### src/logic/i2s_pkg.sv
package i2s_pkg;

    localparam int sample_width = 24;                 // pcm word width
    localparam int slot_bits    = 32;                 // bclk periods per channel slot
    localparam int frame_bits   = 2 * slot_bits;      // left slot plus right slot
    localparam int bclk_div     = 8;                  // clk cycles per bclk period
    localparam int fifo_depth   = 16;                 // entries per channel, also credits
    localparam int start_level  = 8;                  // right fill that starts the line

    localparam int ptr_width     = $clog2(fifo_depth);
    localparam int phase_width   = $clog2(bclk_div);
    localparam int bit_cnt_width = $clog2(frame_bits);

    // bclk falls when the phase reaches half a period
    localparam logic [phase_width-1:0] strobe_phase = phase_width'(bclk_div / 2);

    localparam logic [bit_cnt_width-1:0] last_left_bit  = bit_cnt_width'(slot_bits - 1);
    localparam logic [bit_cnt_width-1:0] last_right_bit = bit_cnt_width'(frame_bits - 1);

    localparam logic [sample_width-1:0] test_pattern_left  = 24'h666aaa;
    localparam logic [sample_width-1:0] test_pattern_right = 24'h555999;

    typedef logic [sample_width-1:0] pcm_sample_t;

    typedef struct packed {
        pcm_sample_t sample;
        logic        valid;                           // one-cycle write strobe
    } pcm_in_t;

    typedef struct packed {
        logic bclk;
        logic lrclk;
        logic sdata;
    } i2s_line_t;

    typedef enum logic {chan_left, chan_right} chan_t;

    typedef enum logic [1:0] {ser_idle, ser_fill, ser_run} ser_state_t;

    typedef logic [$clog2(fifo_depth + 1)-1:0] level_t;   // 0 to fifo_depth

endpackage

### src/logic/bit_clock_gen.sv
module bit_clock_gen (
    input  logic clk,
    input  logic reset,
    input  logic audio_en,
    output logic bclk,
    output logic bit_strobe
);

    import i2s_pkg::*;

    logic [phase_width-1:0] phase;
    logic [phase_width-1:0] phase_next;

    assign phase_next = phase + 1'b1;                 // wraps every bclk_div cycles

    // bclk high in the first half of the period, low in the second
    always_ff @(posedge clk) begin
        if (reset || !audio_en) begin
            phase      <= '0;
            bclk       <= 1'b0;
            bit_strobe <= 1'b0;
        end else begin
            phase      <= phase_next;
            bclk       <= !phase_next[phase_width-1];
            bit_strobe <= (phase_next == strobe_phase);   // cycle of the falling edge
        end
    end

endmodule

### src/logic/i2s_serializer.sv
module i2s_serializer (
    input  logic                 clk,
    input  logic                 reset,
    input  logic                 audio_en,
    input  logic                 audio_test,
    input  logic                 bit_strobe,
    input  logic                 bclk,
    input  i2s_pkg::pcm_sample_t left_head,
    input  i2s_pkg::pcm_sample_t right_head,
    input  logic                 left_empty,
    input  logic                 right_empty,
    input  i2s_pkg::level_t      right_level,
    output logic                 left_rd,
    output logic                 right_rd,
    output i2s_pkg::i2s_line_t   i2s,
    output logic                 underrun
);

    import i2s_pkg::*;

    ser_state_t             state;
    logic [bit_cnt_width-1:0] bit_cnt;
    logic                   lrclk;
    logic                   lrclk_dly;
    logic [slot_bits-1:0]   shift_reg;
    pcm_sample_t            left_hold;
    pcm_sample_t            right_hold;
    pcm_sample_t            load_word;
    chan_t                  load_chan;
    logic                   run_strobe;
    logic                   slot_start;
    logic                   left_pop;
    logic                   right_pop;

    assign run_strobe = (state == ser_run) && bit_strobe;
    assign slot_start = (lrclk != lrclk_dly);         // first strobe after an lrclk change
    assign load_chan  = lrclk ? chan_right : chan_left;
    assign left_pop   = run_strobe && (bit_cnt == last_left_bit);
    assign right_pop  = run_strobe && (bit_cnt == last_right_bit);

    always_comb begin
        if (load_chan == chan_left) begin
            load_word = audio_test ? test_pattern_left : left_hold;
        end else begin
            load_word = audio_test ? test_pattern_right : right_hold;
        end
    end

    // start control, waits for the right fifo to reach start_level
    always_ff @(posedge clk) begin
        if (reset || !audio_en) begin
            state <= ser_idle;
        end else begin
            case (state)
                ser_idle: state <= ser_fill;
                ser_fill: if (right_level >= level_t'(start_level)) state <= ser_run;
                default:  state <= ser_run;
            endcase
        end
    end

    // frame counter, lrclk and fifo pops
    always_ff @(posedge clk) begin
        if (reset || !audio_en) begin
            bit_cnt   <= '0;
            lrclk     <= 1'b0;
            lrclk_dly <= 1'b0;
            left_rd   <= 1'b0;
            right_rd  <= 1'b0;
            underrun  <= 1'b0;
        end else begin
            left_rd  <= left_pop && !left_empty;
            right_rd <= right_pop && !right_empty;
            if (run_strobe) begin
                bit_cnt   <= bit_cnt + 1'b1;          // wraps once per frame
                lrclk_dly <= lrclk;
            end
            if (left_pop) begin
                lrclk    <= 1'b1;
                underrun <= underrun || left_empty;   // sticky
            end
            if (right_pop) begin
                lrclk    <= 1'b0;
                underrun <= underrun || right_empty;
            end
        end
    end

    // popped word waits here until its slot starts
    always_ff @(posedge clk) begin
        if (reset || !audio_en) begin
            left_hold  <= '0;
            right_hold <= '0;
        end else begin
            if (left_pop) left_hold <= left_empty ? '0 : left_head;
            if (right_pop) right_hold <= right_empty ? '0 : right_head;
        end
    end

    always_ff @(posedge clk) begin
        if (reset || !audio_en) begin
            shift_reg <= '0;
        end else if (run_strobe) begin
            if (slot_start) begin
                shift_reg <= {load_word, {(slot_bits - sample_width){1'b0}}};
            end else begin
                shift_reg <= {shift_reg[slot_bits-2:0], 1'b0};   // msb first
            end
        end
    end

    assign i2s.bclk  = bclk;
    assign i2s.lrclk = lrclk;
    assign i2s.sdata = shift_reg[slot_bits-1];

endmodule

### src/logic/i2s_tx_top.sv
module i2s_tx_top (
    input  logic               clk,
    input  logic               reset,
    input  logic               audio_en,
    input  logic               audio_test,
    input  i2s_pkg::pcm_in_t   pcm_left,
    input  i2s_pkg::pcm_in_t   pcm_right,
    output logic               credit_left,
    output logic               credit_right,
    output i2s_pkg::i2s_line_t i2s,
    output logic               underrun
);

    import i2s_pkg::*;

    pcm_sample_t left_head;
    pcm_sample_t right_head;
    logic        left_empty;
    logic        right_empty;
    logic        left_rd;
    logic        right_rd;
    level_t      right_level;
    logic        bclk;
    logic        bit_strobe;
    logic        fifo_clear;

    assign fifo_clear = !audio_en;                    // fifos empty while disabled

    sample_fifo u_left_fifo (
        .clk    (clk),
        .reset  (reset),
        .clear  (fifo_clear),
        .wr     (pcm_left),
        .rd     (left_rd),
        .head   (left_head),
        .empty  (left_empty),
        .level  (),                                   // only the right level starts the line
        .credit (credit_left)
    );

    sample_fifo u_right_fifo (
        .clk    (clk),
        .reset  (reset),
        .clear  (fifo_clear),
        .wr     (pcm_right),
        .rd     (right_rd),
        .head   (right_head),
        .empty  (right_empty),
        .level  (right_level),
        .credit (credit_right)
    );

    bit_clock_gen u_bit_clock_gen (
        .clk        (clk),
        .reset      (reset),
        .audio_en   (audio_en),
        .bclk       (bclk),
        .bit_strobe (bit_strobe)
    );

    i2s_serializer u_serializer (
        .clk         (clk),
        .reset       (reset),
        .audio_en    (audio_en),
        .audio_test  (audio_test),
        .bit_strobe  (bit_strobe),
        .bclk        (bclk),
        .left_head   (left_head),
        .right_head  (right_head),
        .left_empty  (left_empty),
        .right_empty (right_empty),
        .right_level (right_level),
        .left_rd     (left_rd),
        .right_rd    (right_rd),
        .i2s         (i2s),
        .underrun    (underrun)
    );

endmodule

### src/logic/sample_fifo.sv
module sample_fifo (
    input  logic                 clk,
    input  logic                 reset,
    input  logic                 clear,
    input  i2s_pkg::pcm_in_t     wr,
    input  logic                 rd,
    output i2s_pkg::pcm_sample_t head,
    output logic                 empty,
    output i2s_pkg::level_t      level,
    output logic                 credit
);

    import i2s_pkg::*;

    pcm_sample_t          mem [fifo_depth];
    logic [ptr_width-1:0] wr_ptr;
    logic [ptr_width-1:0] rd_ptr;
    logic                 full;
    logic                 push;
    logic                 pop;

    assign full  = (level == level_t'(fifo_depth));
    assign empty = (level == '0);

    assign push = wr.valid && !full;                  // write past full is dropped
    assign pop  = rd && !empty;                       // pop on empty is dropped

    // first word fall through
    assign head = mem[rd_ptr];

    always_ff @(posedge clk) begin
        if (push) begin
            mem[wr_ptr] <= wr.sample;
        end
    end

    always_ff @(posedge clk) begin
        if (reset || clear) begin
            wr_ptr <= '0;
            rd_ptr <= '0;
            level  <= '0;
            credit <= 1'b0;
        end else begin
            credit <= pop;                            // one credit per word taken
            if (push) begin
                wr_ptr <= wr_ptr + 1'b1;              // wraps at fifo_depth
            end
            if (pop) begin
                rd_ptr <= rd_ptr + 1'b1;
            end
            case ({push, pop})
                2'b10:   level <= level + 1'b1;
                2'b01:   level <= level - 1'b1;
                default: level <= level;              // none or both
            endcase
        end
    end

endmodule

### config.mk
export PLATFORM = sky130hd
export DESIGN_NAME = i2s_tx_top
export DESIGN_NICKNAME = d
export VERILOG_FILES = /design/src/logic/i2s_pkg.sv /design/src/logic/bit_clock_gen.sv /design/src/logic/i2s_serializer.sv /design/src/logic/i2s_tx_top.sv /design/src/logic/sample_fifo.sv
export SDC_FILE = /design/constraint.sdc
export NUM_CORES = 1
export LEC_CHECK = 0
export ABC_CLOCK_PERIOD_IN_PS = 3900
export BUFFER_PORTS_ARGS = -buffer_cell sky130_fd_sc_hd__buf_2
export CELL_PAD_IN_SITES_DETAIL_PLACEMENT = 0
export CELL_PAD_IN_SITES_GLOBAL_PLACEMENT = 1
export CORE_AREA = 4 4 306 338
export DETAILED_ROUTE_END_ITERATION = 7
export DIE_AREA = 0 0 310 342
export MAX_ROUTING_LAYER = met4
export PLACE_DENSITY_LB_ADDON = 0.1
export SYNTH_ARGS = -nofsm -noshare
export SYNTH_HDL_FRONTEND = slang
export SYNTH_SLANG_ARGS = --single-unit
### constraint.sdc
create_clock -name clk -period 3.9 [get_ports clk]
set_clock_uncertainty 0.05 [all_clocks]
set_input_delay 0.39 -clock clk [delete_from_list [all_inputs] [get_ports clk]]
set_output_delay 0.39 -clock clk [all_outputs]
set_load 0.01 [all_outputs]
==> results.cfg <==
[yosys]
post_synth.cell_area_avg_um2 = 18.90
synth.distinct_cells = 59
synthesis.nets = 1913
ys.flop_type = edfxtp_1
async_reset_ff_share_pct = 0
yosys.area.top_type = edfxtp_1
yosysSeqAreaShare_pct = 73.59
yosys-top-cells-area = edfxtp_1 66%, mux4_2 12%, dfxtp_1 7.3%, mux2i_1 2.3%, nor2_1 0.92%
synth_most_common_cell = edfxtp_1
synth-edff-count = 768
syn_inst = 1839
yosys_register_bits = 894
synth_top_area_share_pct = 66.34
yosys_warnings = 0
syn-cell-area_mm2 = 0.03476
synth_commonest_cells = 768 x edfxtp_1, 192 x mux4_2, 126 x dfxtp_1, 85 x nor2_1

[detailed_routing]
drtIter0Drc = 1235
met1Wirelength_um = 34870
dr.pass1.iters = 6
routed_wl_um = 82400
wl_per_cell_um = 24.86
viasPerCell = 5.170
drc = 0
met2WireLength_um = 42520
vias = 17140
antenna_left = 0
route.met3.wl_um = 3118
highest_layer = met4

[critical_path]
crit_path_end_kind = flop
startpoint_type = flop
cp_max_fo = 10
critPathArrivalTime_ns = 3.69
required_ns = 4.43
path_class = reg2reg

[clocking]
ctsRootBufferMaster = clkbuf_16
clkTransAtPathRegs_ns = 0.06
cts_resized = 0
h-tree-depth = 3
clock-sinks = 894
cts_setup_buffers = 0
cts_made_buffers = 96
holdBufCountCts = 0
cts_tree = yes
clk_latency_ns = 0.65
clock_path_buffers = 3

[placement]
port-buffer-count = 59
placed_area_mm2 = 0.03694
gp_congestion = 0.7301
dpl.hpwl_um = 48160

[die]
chipHeight_um = 342
fp.dieArea_mm2 = 0.1060
start_util_pct = 34.72
placementRows = 122
core_area_mm2 = 0.1001
io_pins = 60
fp.dieW_um = 310

[grt]
grt_pass1_wl_um = 122000
grt_usage_pct = 16.16
grt_max_degree = 71
grt_overflow_total = 0
grt_antenna_before_repair = 3
grt_pass1_vias = 18200

[layout]
synthToLayoutAreaGrowth_pct = 16.15
fillers = 9048
fin_nets = 2001
ff_latch_area_mm2 = 0.02561
reg_top3 = u_left_fifo.mem: 384 flops, u_right_fifo.mem: 384 flops
final_area_mm2 = 0.04038
drive_gt1_share_pct = 26.37
multi_input_area_mm2 = 0.008756

[status]
outcome = finished clean

[timing]
finalHoldViolations = 0
setup_viol = 0
tightest_slew_ns = 1.114
fmax_ghz = 0.3159
fin_crit_sh_pct = 81.16
hold_ws_ns = 0.05814
rsz0062_at_grt = false
min_period_ns = 3.165
tns_ns = 0
relSlewSlack_pct = 25.57
slew_viol_final = 0

[power_and_ir_drop]
ir_worst_vdd_v = 0.0003337
p_leak_nw = 12.35
power.density_mw_per_mm2 = 509.1

[run]
cap_violations = 0

[worst_hold_path]
min_path_type = in2reg
==> kinds of logic after synthesis <==
group / after synthesis / synth area share (%)
flip-flops: 894 / 73.59
multiplexers: 296 / 15.52
AND/OR/NAND/NOR: 268 / 3.660
AO/OA/AOI/OAI: 185 / 3.991
buffers and inverters: 153 / 1.936
XOR/XNOR: 23 / 0.5794
adder cells (fa/ha/maj): 20 / 0.7198
==> report_power, final <==
| group | total [mW] | switching (mW) | internal, mW |
|---|---|---|---|
| sequential | 10.4 | 0.0152 | 10.4 |
| clock | 9.77 | 3.77 | 6.01 |
| combinational | 0.343 | 0.255 | 0.0880 |
==> stage by stage <==
| step | util [%] | power [mW] | setup WS, ns | instances |
|---|---|---|---|---|
| finish | 40.32 | 20.56 | 0.7348 | 3314 |
| global route | 40.32 | 21.27 | 0.5551 | 3314 |
| CTS | 40.32 | 20.84 | 0.7420 | 3312 |
| detailed placement | 36.89 | 11.00 | 0.7484 | 3131 |
| global placement | 36.89 | 10.98 | 0.7746 | 3131 |
| floorplan | - | 10.78 | 0.5378 | 1839 |
==> layer usage <==
metal	global-route usage, %	up-vias
met3	2.380	115
met1	20.16	9014
met2	27.54	353
li1	-	7653
met4	4.644	0
met5	-	-
==> critical path, cell delays in order (launching register included) <==
cell	delay, ns
dfxtp_1	0.37
or4_1	0.68
o21a_1	0.32
inv_1	0.12
ha_1	0.35
xor2_1	0.19
ha_1	0.18
a21oi_1	0.07
a221o_1	0.33
a2111o_1	0.38
nand4_1	0.07
==> layout make-up <==
class	instances	share of cell area [%]
Clock buffer	127	6.594
Inverter	28	0.2603
Multi-Input combinational cell	792	21.69
Antenna cell	2	0.01240
Tap cell	1302	4.035
Sequential cell	894	63.43
Clock inverter	54	1.906
Timing Repair Buffer	115	2.082
==> placed cells by master (no fill, tap or decap), drive strengths merged, types with 7 or more instances in the layout <==
cell	count
edfxtp	768
mux4	192
clkbuf	127
dfxtp	126
buf	115
nor2	85
nand2	80
mux2i	80
a21oi	38
inv	30
clkinv	30
o211ai	29
o221ai	29
nor3	27
a221o	26
nor4	25
mux2	24
ha	20
o21ai	19
bufinv	18
xor2	16
nand2b	13
o22ai	8
xnor2	7
nand3	7
==> final timing paths <==
path,startpoint,slack (ns),to,cells after the start
worst max-delay path,u_left_fifo.level[1]$_SDFFE_PP0P_,0.73,u_left_fifo.level[4]$_SDFFE_PP0P_,10
worst min-delay path,pcm_left[20],0.06,u_left_fifo.mem[2][19]$_DFFE_PP_,1
worst max register to register,u_left_fifo.level[1]$_SDFFE_PP0P_,0.73,u_left_fifo.level[4]$_SDFFE_PP0P_,10
worst min register to register,u_bit_clock_gen.phase[0]$_SDFF_PP0_,0.38,u_bit_clock_gen.phase[0]$_SDFF_PP0_,1
No activity file was read; power rests on OpenSTA's default activity.
